`src/logic/mulDivOpsPkg.sv`:
```
/*
 * Operation and controller state encodings, datapath widths,
 * multiplier stage count and divider step count
 */

package mulDivOpsPkg;

	// ==============================
	// Datapath sizing
	// ==============================

	// Operand and result word width
	localparam int dataWidth = 32;

	// The multiplier splits each operand into two halves of this width
	localparam int halfWidth = dataWidth / 2;

	// Full width of an unsigned product
	localparam int prodWidth = 2 * dataWidth;

	// Register stages between the multiplier input and its product
	localparam int mulStages = 4;

	// One quotient bit per divider iteration
	localparam int divSteps = dataWidth;

	// Iteration counter must hold divSteps itself
	localparam int cntWidth = $clog2(divSteps + 1);

	// ==============================
	// Encodings
	// ==============================

	// Operations arrive already decoded from the instruction
	typedef enum logic [2:0] {
		MUL_ADD = 3'd0,
		MUL_H   = 3'd1,
		MUL_HU  = 3'd2,
		MUL_HSU = 3'd3,
		DIV     = 3'd4,
		DIVU    = 3'd5,
		REM     = 3'd6,
		REMU    = 3'd7
	} MdOp;

	// Controller sequence, one request at a time
	typedef enum logic [2:0] {
		IDLE     = 3'd0,
		SETUP    = 3'd1,
		MUL_WAIT = 3'd2,
		DIV_WAIT = 3'd3,
		FIX      = 3'd4,
		RESPOND  = 3'd5
	} CtrlState;

endpackage

```
`src/logic/mulDivBusPkg.sv`:
```
/*
 * Request and response structures carried on the ports of the
 * multiply/divide unit
 */

package mulDivBusPkg;

	// ==============================
	// Request side
	// ==============================

	// One operation with its two sources and the addend
	// The addend is only used by MUL_ADD
	typedef struct packed {
		mulDivOpsPkg::MdOp op;
		logic [mulDivOpsPkg::dataWidth-1:0] a;
		logic [mulDivOpsPkg::dataWidth-1:0] b;
		logic [mulDivOpsPkg::dataWidth-1:0] c;
	} MdReq;

	// ==============================
	// Response side
	// ==============================

	// Result word plus the two status flags
	// Overflow only has meaning for multiplies, divByZero only for divides
	typedef struct packed {
		logic [mulDivOpsPkg::dataWidth-1:0] result;
		logic overflow;
		logic divByZero;
	} MdRsp;

endpackage

```
`src/logic/divUnit.sv`:
```
/*
 * Iterative unsigned restoring divider, one quotient bit per clock,
 * with a single-cycle done pulse and a divide-by-zero flag
 */

`timescale 1ns/1ps

module divUnit (
	input  logic clk,
	input  logic rstN,
	input  logic load,
	input  logic [mulDivOpsPkg::dataWidth-1:0] dividend,
	input  logic [mulDivOpsPkg::dataWidth-1:0] divisor,
	output logic [mulDivOpsPkg::dataWidth-1:0] quotient,
	output logic [mulDivOpsPkg::dataWidth-1:0] remainder,
	output logic divByZero,
	output logic done
);

	localparam int dw = mulDivOpsPkg::dataWidth;

	logic [dw-1:0] remReg, quoReg, divReg;
	logic [mulDivOpsPkg::cntWidth-1:0] count;
	logic busy;
	logic [dw:0] shifted, diff;
	logic fits;

	// ==============================
	// One restoring step
	// ==============================

	// The quotient register starts as the dividend and empties from the top
	// while quotient bits fill in from the bottom
	assign shifted = {remReg, quoReg[dw-1]};
	assign diff = shifted - {1'b0, divReg};

	// A non-negative trial difference means the divisor fits
	// With a zero divisor it always fits, giving all ones and the dividend back
	assign fits = !diff[dw];

	always_ff @(posedge clk)
	begin
		if (load)
		begin
			remReg <= '0;
			quoReg <= dividend;
			divReg <= divisor;
		end
		else if (busy)
		begin
			remReg <= fits ? diff[dw-1:0] : shifted[dw-1:0];
			quoReg <= {quoReg[dw-2:0], fits};
		end
	end

	// ==============================
	// Sequencing
	// ==============================

	always_ff @(posedge clk)
	begin
		if (!rstN)
		begin
			busy <= 1'b0;
			done <= 1'b0;
			count <= '0;
			divByZero <= 1'b0;
		end
		else
		begin
			done <= 1'b0;
			if (load)
			begin
				busy <= 1'b1;
				count <= mulDivOpsPkg::cntWidth'(mulDivOpsPkg::divSteps);
				// Flagged now, but the full count still runs
				divByZero <= divisor == '0;
			end
			else if (busy)
			begin
				count <= count - 1'b1;
				// Last step lands this edge
				if (count == 1)
				begin
					busy <= 1'b0;
					done <= 1'b1;
				end
			end
		end
	end

	// Results stay put until the next load
	assign quotient = quoReg;
	assign remainder = remReg;

endmodule

```
`src/logic/mulDivCtrl.sv`:
```
/*
 * Multiply/divide controller: request handshake, operand sign
 * conditioning, datapath launch, result fix-up and response
 */

`timescale 1ns/1ps

module mulDivCtrl (
	input  logic clk,
	input  logic rstN,
	input  mulDivBusPkg::MdReq req,
	input  logic reqValid,
	output logic reqReady,
	output mulDivBusPkg::MdRsp rsp,
	output logic rspValid,
	input  logic rspReady,
	output logic mulInValid,
	output logic [mulDivOpsPkg::dataWidth-1:0] mulA,
	output logic [mulDivOpsPkg::dataWidth-1:0] mulB,
	input  logic mulOutValid,
	input  logic [mulDivOpsPkg::prodWidth-1:0] mulProduct,
	output logic divLoad,
	output logic [mulDivOpsPkg::dataWidth-1:0] dividend,
	output logic [mulDivOpsPkg::dataWidth-1:0] divisor,
	input  logic [mulDivOpsPkg::dataWidth-1:0] quotient,
	input  logic [mulDivOpsPkg::dataWidth-1:0] remainder,
	input  logic divByZero,
	input  logic divDone
);

	mulDivOpsPkg::CtrlState state, nextState;
	mulDivBusPkg::MdReq reqReg;
	mulDivBusPkg::MdRsp fixRsp;
	logic [mulDivOpsPkg::dataWidth-1:0] magA, magB;
	logic [mulDivOpsPkg::prodWidth-1:0] prodReg, signedProd;
	logic [mulDivOpsPkg::dataWidth-1:0] prodLo, prodHi;
	logic setupNeg, setupIsMul, resNeg;

	// Two's complement magnitude of a word
	function automatic logic [mulDivOpsPkg::dataWidth-1:0] magnitude(
		input logic [mulDivOpsPkg::dataWidth-1:0] v
	);
		return v[mulDivOpsPkg::dataWidth-1] ? -v : v;
	endfunction

	// ==============================
	// Sign conditioning in SETUP
	// ==============================

	// The multiplier and divider are both unsigned
	// Signed forms feed them magnitudes and remember the sign of the result
	always_comb
	begin
		magA = reqReg.a;
		magB = reqReg.b;
		setupNeg = 1'b0;
		setupIsMul = 1'b0;
		case (reqReg.op)
			mulDivOpsPkg::MUL_ADD, mulDivOpsPkg::MUL_H:
			begin
				magA = magnitude(reqReg.a);
				magB = magnitude(reqReg.b);
				setupNeg = reqReg.a[mulDivOpsPkg::dataWidth-1] ^
					reqReg.b[mulDivOpsPkg::dataWidth-1];
				setupIsMul = 1'b1;
			end
			// Only the first source is signed here
			mulDivOpsPkg::MUL_HSU:
			begin
				magA = magnitude(reqReg.a);
				setupNeg = reqReg.a[mulDivOpsPkg::dataWidth-1];
				setupIsMul = 1'b1;
			end
			mulDivOpsPkg::MUL_HU:
				setupIsMul = 1'b1;
			// Quotient sign is the XOR of both operand signs
			mulDivOpsPkg::DIV:
			begin
				magA = magnitude(reqReg.a);
				magB = magnitude(reqReg.b);
				setupNeg = reqReg.a[mulDivOpsPkg::dataWidth-1] ^
					reqReg.b[mulDivOpsPkg::dataWidth-1];
			end
			// Remainder follows the dividend
			mulDivOpsPkg::REM:
			begin
				magA = magnitude(reqReg.a);
				magB = magnitude(reqReg.b);
				setupNeg = reqReg.a[mulDivOpsPkg::dataWidth-1];
			end
			default:
				setupNeg = 1'b0;
		endcase
	end

	// The divider samples its operands straight out of SETUP
	assign divLoad = (state == mulDivOpsPkg::SETUP) && !setupIsMul;
	assign dividend = magA;
	assign divisor = magB;

	// ==============================
	// Result fix-up in FIX
	// ==============================

	assign signedProd = resNeg ? -prodReg : prodReg;
	assign prodLo = signedProd[mulDivOpsPkg::dataWidth-1:0];
	assign prodHi = signedProd[mulDivOpsPkg::prodWidth-1:mulDivOpsPkg::dataWidth];

	always_comb
	begin
		fixRsp.result = prodHi;
		fixRsp.divByZero = 1'b0;
		// Signed forms overflow when the high half is not the low half's sign extension
		fixRsp.overflow = prodHi != {mulDivOpsPkg::dataWidth{prodLo[mulDivOpsPkg::dataWidth-1]}};
		case (reqReg.op)
			// Addend goes onto the low half, overflow is judged before it
			mulDivOpsPkg::MUL_ADD:
				fixRsp.result = prodLo + reqReg.c;
			mulDivOpsPkg::MUL_HU:
				fixRsp.overflow = prodHi != '0;
			// A zero divisor keeps the all-ones quotient from the divider
			mulDivOpsPkg::DIV, mulDivOpsPkg::DIVU:
			begin
				fixRsp.result = (resNeg && !divByZero) ? -quotient : quotient;
				fixRsp.overflow = 1'b0;
				fixRsp.divByZero = divByZero;
			end
			mulDivOpsPkg::REM, mulDivOpsPkg::REMU:
			begin
				fixRsp.result = resNeg ? -remainder : remainder;
				fixRsp.overflow = 1'b0;
				fixRsp.divByZero = divByZero;
			end
			default:
				fixRsp.result = prodHi;
		endcase
	end

	// ==============================
	// State machine
	// ==============================

	always_comb
	begin
		nextState = state;
		case (state)
			mulDivOpsPkg::IDLE:
				if (reqValid)
					nextState = mulDivOpsPkg::SETUP;
			mulDivOpsPkg::SETUP:
				nextState = setupIsMul ? mulDivOpsPkg::MUL_WAIT : mulDivOpsPkg::DIV_WAIT;
			mulDivOpsPkg::MUL_WAIT:
				if (mulOutValid)
					nextState = mulDivOpsPkg::FIX;
			mulDivOpsPkg::DIV_WAIT:
				if (divDone)
					nextState = mulDivOpsPkg::FIX;
			mulDivOpsPkg::FIX:
				nextState = mulDivOpsPkg::RESPOND;
			mulDivOpsPkg::RESPOND:
				if (rspReady)
					nextState = mulDivOpsPkg::IDLE;
			default:
				nextState = mulDivOpsPkg::IDLE;
		endcase
	end

	// The multiplier launch is registered, so it fires in the first MUL_WAIT cycle
	always_ff @(posedge clk)
	begin
		if (!rstN)
		begin
			state <= mulDivOpsPkg::IDLE;
			mulInValid <= 1'b0;
		end
		else
		begin
			state <= nextState;
			mulInValid <= (state == mulDivOpsPkg::SETUP) && setupIsMul;
		end
	end

	// Request, operands, product and response words
	always_ff @(posedge clk)
	begin
		if (state == mulDivOpsPkg::IDLE && reqValid)
			reqReg <= req;
		if (state == mulDivOpsPkg::SETUP)
		begin
			resNeg <= setupNeg;
			mulA <= magA;
			mulB <= magB;
		end
		if (state == mulDivOpsPkg::MUL_WAIT && mulOutValid)
			prodReg <= mulProduct;
		// Response holds from here through any back-pressure
		if (state == mulDivOpsPkg::FIX)
			rsp <= fixRsp;
	end

	assign reqReady = state == mulDivOpsPkg::IDLE;
	assign rspValid = state == mulDivOpsPkg::RESPOND;

endmodule

```
`src/logic/mulDivUnit.sv`:
```
/*
 * Multiply/divide unit top: controller, pipelined multiplier
 * and iterative divider
 */

`timescale 1ns/1ps

module mulDivUnit (
	input  logic clk,
	input  logic rstN,
	input  mulDivBusPkg::MdReq req,
	input  logic reqValid,
	output logic reqReady,
	output mulDivBusPkg::MdRsp rsp,
	output logic rspValid,
	input  logic rspReady
);

	// Multiplier side
	logic mulInValid, mulOutValid;
	logic [mulDivOpsPkg::dataWidth-1:0] mulA, mulB;
	logic [mulDivOpsPkg::prodWidth-1:0] mulProduct;

	// Divider side
	logic divLoad, divByZero, divDone;
	logic [mulDivOpsPkg::dataWidth-1:0] dividend, divisor;
	logic [mulDivOpsPkg::dataWidth-1:0] quotient, remainder;

	// ==============================
	// Controller
	// ==============================

	mulDivCtrl mulDivCtrl_inst (
		.clk(clk),
		.rstN(rstN),
		.req(req),
		.reqValid(reqValid),
		.reqReady(reqReady),
		.rsp(rsp),
		.rspValid(rspValid),
		.rspReady(rspReady),
		.mulInValid(mulInValid),
		.mulA(mulA),
		.mulB(mulB),
		.mulOutValid(mulOutValid),
		.mulProduct(mulProduct),
		.divLoad(divLoad),
		.dividend(dividend),
		.divisor(divisor),
		.quotient(quotient),
		.remainder(remainder),
		.divByZero(divByZero),
		.divDone(divDone)
	);

	// ==============================
	// Datapath
	// ==============================

	mulPipe mulPipe_inst (
		.clk(clk),
		.rstN(rstN),
		.inValid(mulInValid),
		.a(mulA),
		.b(mulB),
		.outValid(mulOutValid),
		.product(mulProduct)
	);

	divUnit divUnit_inst (
		.clk(clk),
		.rstN(rstN),
		.load(divLoad),
		.dividend(dividend),
		.divisor(divisor),
		.quotient(quotient),
		.remainder(remainder),
		.divByZero(divByZero),
		.done(divDone)
	);

endmodule

```
`src/logic/mulPipe.sv`:
```
/*
 * Four-stage unsigned 32x32 multiplier built from 16-bit partial
 * products, with a valid bit moving along with the data
 */

`timescale 1ns/1ps

module mulPipe (
	input  logic clk,
	input  logic rstN,
	input  logic inValid,
	input  logic [mulDivOpsPkg::dataWidth-1:0] a,
	input  logic [mulDivOpsPkg::dataWidth-1:0] b,
	output logic outValid,
	output logic [mulDivOpsPkg::prodWidth-1:0] product
);

	localparam int hw = mulDivOpsPkg::halfWidth;
	localparam int dw = mulDivOpsPkg::dataWidth;

	logic [mulDivOpsPkg::mulStages-1:0] validPipe;
	logic [dw-1:0] s1Ll, s1Lh, s1Hl, s1Hh;
	logic [dw-1:0] s2Ll, s2Hh;
	logic [dw:0] s2Mid;
	logic [dw:0] s3Low;
	logic [hw:0] s3MidHi;
	logic [dw-1:0] s3Hh;

	// ==============================
	// Arithmetic stages
	// ==============================

	always_ff @(posedge clk)
	begin
		// Stage 1 forms the four half-by-half partial products
		s1Ll <= a[hw-1:0] * b[hw-1:0];
		s1Lh <= a[hw-1:0] * b[dw-1:hw];
		s1Hl <= a[dw-1:hw] * b[hw-1:0];
		s1Hh <= a[dw-1:hw] * b[dw-1:hw];
		// Stage 2 merges the two cross terms, which carry one extra bit
		s2Ll <= s1Ll;
		s2Hh <= s1Hh;
		s2Mid <= {1'b0, s1Lh} + {1'b0, s1Hl};
		// Stage 3 settles the low word and keeps its carry
		s3Low <= {1'b0, s2Ll} + {1'b0, s2Mid[hw-1:0], {hw{1'b0}}};
		s3MidHi <= s2Mid[dw:hw];
		s3Hh <= s2Hh;
		// Stage 4 folds the upper cross bits and the carry into the high word
		product <= {s3Hh + {{(hw-1){1'b0}}, s3MidHi} + {{(dw-1){1'b0}}, s3Low[dw]},
			s3Low[dw-1:0]};
	end

	// ==============================
	// Valid tracking
	// ==============================

	always_ff @(posedge clk)
	begin
		if (!rstN)
			validPipe <= '0;
		else
			validPipe <= {validPipe[mulDivOpsPkg::mulStages-2:0], inValid};
	end

	assign outValid = validPipe[mulDivOpsPkg::mulStages-1];

endmodule

```
`config.mk`:
```
export PLATFORM = sky130hd
export DESIGN_NAME = mulDivUnit
export DESIGN_NICKNAME = d
export VERILOG_FILES = /design/src/logic/mulDivOpsPkg.sv /design/src/logic/mulDivBusPkg.sv /design/src/logic/divUnit.sv /design/src/logic/mulDivCtrl.sv /design/src/logic/mulDivUnit.sv /design/src/logic/mulPipe.sv
export SDC_FILE = /design/constraint.sdc
export NUM_CORES = 2
export LEC_CHECK = 0
export BUFFER_PORTS_ARGS = -buffer_cell sky130_fd_sc_hd__buf_2
export CAP_MARGIN = 20
export CORE_MARGIN = 3
export CORE_UTILIZATION = 40
export CTS_CLUSTER_DIAMETER = 50
export DETAILED_ROUTE_END_ITERATION = 6
export GPL_ROUTABILITY_DRIVEN = 0
export PLACE_DENSITY = 0.69
export SYNTH_ARGS = -nofsm -noshare
export SYNTH_HDL_FRONTEND = slang
export SYNTH_SLANG_ARGS = --single-unit
```
`constraint.sdc`:
```
create_clock -name clk -period 7.5 [get_ports clk]
set_input_delay 1.5 -clock clk [delete_from_list [all_inputs] [get_ports clk]]
set_output_delay 1.5 -clock clk [all_outputs]
set_load 0.02 [all_outputs]
```
Word-level counts from Yosys, hierarchy flattened
Index checks and enable logic that the tools add are counted.

Bits in writable memories: 0. Memory bits (read-only): 0. Register bits: 746. Output and inout bits: 36. Logic and storage cells: 120. Latch bits: 0. Memories kept: 0.

$add $sub $neg: 12. Magnitude comparators: 0. Reduce and logical (&&, ||, !) cells: 24. Bitwise gates (word level): 3. Mux-type cells: 26. Divide/modulo/power cells: 0. Shift-type cells: 0. Multipliers: 4. Eq/ne operators: 18.

Operators with widths (count): 32-bit two-way mux (9); 16-bit by 16-bit multiplier with 32-bit output (4); 32-bit negation (4); 32-bit case mux with 3 select lines (1); 32-bit by 32-bit adder with 33-bit output (2); 64-bit two-way mux (1); 64-bit negation (1); 33-bit by 32-bit subtractor with 33-bit output (1); 32-bit by 1-bit adder with 32-bit output (1); 32-bit by 17-bit adder with 32-bit output (1); 32-bit adder (1); 32-bit logical NOT (1); 32-bit inequality test (1); 32-bit nonzero test (1); 3-bit equality test, second input constant (6); 3-bit case mux with 6 select lines (1); 3-bit by 2-bit equality test with 1-bit output, second input constant (4); 3-bit two-way mux (4); 6-bit two-way mux (2); 4-bit OR reduction (3); 2-bit OR reduction (4); 3-bit by 1-bit equality test with 1-bit output, second input constant (2); 6-bit by 1-bit equality test with 1-bit output, second input constant (1); 3-bit logical NOT (2); other kinds (13) (29).

Longest topological paths before layout
Depth in word-level cells: 6. Mapped depth: 25. Gate-level depth less buffers: 24.

By module
From an unflattened synthesis, not the netlist that was laid out.

Cells, all modules: 6898. Area total of the unflattened synthesis: 66511.3 sq um.

By module, submodules not included: mulPipe (cells each 4859, seq. area each 7507.2 sq um, times used 1, area each 45185.8 sq um); mulDivCtrl (cells each 1412, seq. area each 7947.6 sq um, times used 1, area each 15244.6 sq um); divUnit (cells each 627, seq. area each 2742.6 sq um, times used 1, area each 6080.8 sq um).

Least setup slack after synthesis
OpenSTA, ideal clock, no wires.

Path kind: flip-flop to flip-flop. From: register mulDivCtrl_inst.state[2]. To: register divUnit_inst.divReg[0], enable pin. Cell stages (with the launch flop): 6. Path slack: -0.513 ns. Arrival: 7.604 ns. Setup time: 0.408 ns. Data required time: 7.092 ns. Buffers on the path: 2. Cells stage by stage: dfxtp_1 > nor3b_1 > nand2_1 > inv_1 > clkbuf_1 > buf_1.

Cells in the longest elaborated chain, start to end: 2.

Ends and longest elaborated chain: from (decl) (RTL line mulDivCtrl.sv:31) `mulDivOpsPkg::CtrlState state, nextState;`; from (signal assigned) (RTL line mulDivCtrl.sv:173) `state <= mulDivOpsPkg::IDLE;`; from (signal assigned) (RTL line mulDivCtrl.sv:178) `state <= nextState;`; 3-bit by 1-bit equality test with 1-bit output (RTL line mulDivCtrl.sv:97) `assign divLoad = (state == mulDivOpsPkg::SETUP) && !setupIsMul;`; 1-bit logical AND (RTL line mulDivCtrl.sv:97); net divLoad (RTL line mulDivUnit.sv:25) `logic divLoad, divByZero, divDone;`; to (signal assigned) (RTL line divUnit.sv:47) `divReg <= divisor;`; to (decl) (RTL line divUnit.sv:22) `logic [dw-1:0] remReg, quoReg, divReg;`.

The timed path passes the listed nets, and every way through them passes these cells. A chain may end at the register's enable or synchronous reset.

Final worst setup path
From: register mulDivCtrl_inst.mulA[3] (netlist bit). To: register mulPipe_inst.s1Lh[30].

Cells in the longest elaborated chain, start to end: 1.

Ends and longest elaborated chain: from (decl) (RTL line mulDivCtrl.sv:18) `output logic [mulDivOpsPkg::dataWidth-1:0] mulA,`; from (signal assigned) (RTL line mulDivCtrl.sv:191) `mulA <= magA;`; 16-bit by 16-bit multiplier with 32-bit output (RTL line mulPipe.sv:37) `s1Lh <= a[hw-1:0] * b[dw-1:hw];`; to (signal assigned) (RTL line mulPipe.sv:37); to (decl) (RTL line mulPipe.sv:22) `logic [dw-1:0] s1Ll, s1Lh, s1Hl, s1Hh;`.

Every way passes these cells.

==> summary by stage <==
Status
The flow ran to the end, and the final reports show no timing, DRC or antenna violations.

Placed design
The half-perimeter wire length of the detailed placement result is 137500 um. After detailed placement, the design holds a cell count of 8772. The number of input and output port buffers inserted is 138.

STA
At the pin with the least slew margin, the transition time is 1.168 ns. The clock period minus final worst setup slack is 7.214 ns. Setup repair after global routing left no endpoint under its margin. Across the routed clock network, the largest skew measured is 0.05787 ns.

The total of endpoints with negative setup slack in the final report is 0. The worst-case headroom to the max-slew limit is 0.2156. The final count of pins violating max slew was 0. Adding up every negative setup slack in the final design gives 0 ns. The peak clock frequency supported by timing is 138.6 MHz.

The number of hold-slack violations in the final timing report is 0. The final cycle utilization of the critical path is 0.9619.

Yosys
Of the post-synthesis cell area, the dominant cell type holds 0.2424. In this run the mean area of a mapped cell was 9.775 um2. During synthesis, Yosys emitted a total of 0 warnings.

The cell count after synthesis came out at 6607. The number of nets handed over by synthesis was 8042. In the synthesized netlist the dominant register cell turns out to be sky130_fd_sc_hd__dfxtp_1. The synthesized netlist contains 86 unique library cells. By count the netlist is led by 1007 x sky130_fd_sc_hd__inv_1, 800 x sky130_fd_sc_hd__nand2_1, 782 x sky130_fd_sc_hd__fa_1, 550 x sky130_fd_sc_hd__ha_1, 501 x sky130_fd_sc_hd__and2_1. After synthesis, the cell types taking the most area are sky130_fd_sc_hd__fa_1 24%, sky130_fd_sc_hd__edfxtp_1 15%, sky130_fd_sc_hd__dfxtp_1 13%. The dominant cell type by area after synthesis is sky130_fd_sc_hd__fa_1. The proportion of register bits with asynchronous set or reset after synthesis is 0.

The synthesized cell area is 0.06459 mm2. The most common cell in the synthesized netlist is sky130_fd_sc_hd__inv_1. The number of flip-flops and latches in the synthesized netlist is 746. The sequential-to-total area share from yosys stat is 0.2818.

The count of flip-flops with a built-in enable after synthesis is 326.

Finish
The final layout contains 8160 nets. The non-filler instance count after layout is 8956. The utilization after layout is 0.4485. Compared with the post-synthesis result, the final layout area differs by 10.74%. The fraction of layout instances using a drive strength above 1 is 0.07218.

Clock network
The insertion delay of the later-clocked pin in the worst-skew pair is 0.72 ns. The number of sinks driven by the clock tree is 746. Clock tree synthesis inserted a total of 89 buffers. The clock slew seen by the registers of the worst setup and hold paths is 0.06 ns. The level count of the clock H-tree is 3.

The number of buffers between clock root and the deepest sink is 3. The tree is rooted in a sky130_fd_sc_hd__clkbuf_16. TritonCTS built the clock tree.

Worst setup path
The worst register-to-register path has a setup slack of 0.29 ns. The type of destination of the critical path is a flip-flop. Data on the critical path arrives at its endpoint at 7.84 ns. The critical path class is flip-flop to flip-flop. The data required time of the critical path is 8.13 ns. The startpoint kind of the worst setup timing path is a flip-flop. The top fanout value on the critical path is 15.

Global routing
The overall global routing resource usage is 0.2088. The largest net degree at the start of global routing is 74. The number of antenna violations at the first check in global routing is 24. The first global-routing pass estimated 273400 um of wire. The number of global-route vias before repair was 48360. Summed over all layers, the global routing overflow is 0.

Route
The via-per-instance ratio is 5.287. In this run, the number of DRC markers left after iteration 0 of detailed routing was 3596. The number of vias in the routed layout is 47350. The detail route stage leaves a number of antenna-violating nets equal to 0. The first detailed-routing pass ran for 7 iterations. After detailed routing, the number of remaining DRC violations is 0. The final wirelength is 174600 um.

Dividing the detail-routed wire length by the instance count gives 19.50 um.

Die
After floorplanning, the core was sized to cover 0.1595 mm2. From left edge to right edge, the die measures 407.8 um. The floorplan step set the die height to 407.8 um. The effective utilization at floorplan is 0.4050.

The count of boundary I/O pins is 139. The die covers 0.1663 mm2. The number of standard-cell rows in the floorplan is 146.

Hold path
The class of the most critical hold timing path is flip-flop to flip-flop.

Run
The tool flagged a number of max-cap violations equal to 0.
-- area by class of cell --
type,instances,area (um2)
Sequential cell,746,18200
Timing Repair Buffer,282,1984
Inverter,1007,3780
Multi-Input combinational cell,4599,41710
Fill cell,14670,87950
Antenna cell,8,20.02
Tap cell,2146,2685
Clock inverter,49,596.8
Clock buffer,119,2547
-- routing by layer --
layer  part of all wire  vias up  global-route usage
met3              0.087      450             0.04401
met4              0.054        8              0.1002
met2               0.46     1999              0.3367
met5            0.00030        -                   0
li1                   -    21580                   -
met1               0.40    23310              0.2677
-- critical path, cell delays in order (launching register included) --
cell and delay, ns:
sky130_fd_sc_hd__edfxtp_1 0.77, sky130_fd_sc_hd__buf_8 0.33, sky130_fd_sc_hd__and2_1 0.15, sky130_fd_sc_hd__fa_1 0.48
sky130_fd_sc_hd__inv_1 0.05, sky130_fd_sc_hd__fa_1 0.39, sky130_fd_sc_hd__fa_1 0.46, sky130_fd_sc_hd__fa_1 0.50
sky130_fd_sc_hd__inv_1 0.06, sky130_fd_sc_hd__fa_1 0.54, sky130_fd_sc_hd__inv_1 0.05, sky130_fd_sc_hd__fa_1 0.48
sky130_fd_sc_hd__inv_1 0.04, sky130_fd_sc_hd__ha_1 0.36, sky130_fd_sc_hd__a21o_1 0.21, sky130_fd_sc_hd__a21oi_1 0.15
sky130_fd_sc_hd__o21ai_0 0.23, sky130_fd_sc_hd__a22o_1 0.35, sky130_fd_sc_hd__a21oi_1 0.27, sky130_fd_sc_hd__o21ai_0 0.28
sky130_fd_sc_hd__a2111oi_0 0.55, sky130_fd_sc_hd__o21bai_1 0.14, sky130_fd_sc_hd__a21oi_1 0.21, sky130_fd_sc_hd__xnor2_1 0.13
-- cell usage in the layout, fill, tap and decap left out, types with 37 or more instances in the layout --
cell	synthesis	routed
sky130_fd_sc_hd__a21o_1	84	84
sky130_fd_sc_hd__a21oi_1	265	264
sky130_fd_sc_hd__and2_1	501	500
sky130_fd_sc_hd__buf_2	2	138
sky130_fd_sc_hd__buf_4	0	126
sky130_fd_sc_hd__clkbuf_16	0	95
sky130_fd_sc_hd__dfxtp_1	420	420
sky130_fd_sc_hd__edfxtp_1	326	326
sky130_fd_sc_hd__fa_1	782	782
sky130_fd_sc_hd__ha_1	550	550
sky130_fd_sc_hd__inv_1	1007	1006
sky130_fd_sc_hd__nand2_1	800	800
sky130_fd_sc_hd__nand2b_1	37	37
sky130_fd_sc_hd__nand3_1	57	57
sky130_fd_sc_hd__nor2_1	221	220
sky130_fd_sc_hd__nor3_1	67	66
sky130_fd_sc_hd__o21a_1	40	40
sky130_fd_sc_hd__o21ai_0	219	218
sky130_fd_sc_hd__o31ai_1	54	54
sky130_fd_sc_hd__or3_1	50	50
sky130_fd_sc_hd__xnor2_1	266	266
sky130_fd_sc_hd__xor2_1	141	140
-- sequential cells by signal (all words and copies together), names as in the netlist, 6 cells and up --
signal and cells:
divUnit_inst.count 6, divUnit_inst.divReg 32, divUnit_inst.quotient 32, divUnit_inst.remainder 32
mulDivCtrl_inst.mulA 32, mulDivCtrl_inst.mulB 32, mulDivCtrl_inst.prodReg 64, mulDivCtrl_inst.reqReg 99
mulDivCtrl_inst.rsp 34, mulPipe_inst.product 64, mulPipe_inst.s1Hh 32, mulPipe_inst.s1Hl 32
mulPipe_inst.s1Lh 32, mulPipe_inst.s1Ll 32, mulPipe_inst.s2Hh 32, mulPipe_inst.s2Ll 32
mulPipe_inst.s2Mid 33, mulPipe_inst.s3Hh 32, mulPipe_inst.s3Low 33, mulPipe_inst.s3MidHi 17
-- logic make-up (layout without fill, tap and decap cells) --
logic type	Yosys count	in the layout	synth area share
xor+xnor	408	408	0.05544
simple gates	1928	1928	0.1470
buf+inv	1262	1457	0.07338
compound gates	895	895	0.08782
other cells	0	8	0
flops	746	746	0.2818
mux	36	36	0.005676
fa+ha+maj	1332	1332	0.3489
-- final timing paths --
check / startpoint / depth (start not counted) / to
worst min register to register: mulPipe_inst.s2Hh[9] / 0 / mulPipe_inst.s3Hh[9]
worst max register to register: mulDivCtrl_inst.mulA[3] / 23 / mulPipe_inst.s1Lh[30]
worst max-delay path: mulDivCtrl_inst.mulA[3] / 23 / mulPipe_inst.s1Lh[30]
worst min-delay path: mulPipe_inst.s2Hh[9] / 0 / mulPipe_inst.s3Hh[9]
-- repair_timing --
item,in CTS,in global routing
gates resized for setup,0,3
hold buffers,0,0
setup buffers,0,6
setup endpoints to repair,0,3
-- metrics by stage --
| step | instance area (um2) | hold slack [ns] | worst slack [ns] |
|---|---|---|---|
| 2_1_floorplan | 64590 | 0.3096 | 0.1358 |
| 3_3_place_gp | 68240 | 0.3113 | 0.2715 |
| 3_5_place_dp | 68240 | 0.3121 | 0.2013 |
| 4_1_cts | 71380 | 0.2927 | 0.1433 |
| 5_1_grt | 71500 | 0.3030 | 0.005487 |
| 6_report | 71520 | 0.2953 | 0.2857 |
Power is not shown: default switching activity piles up to over one toggle a cycle in this logic, so the estimate is an artifact.
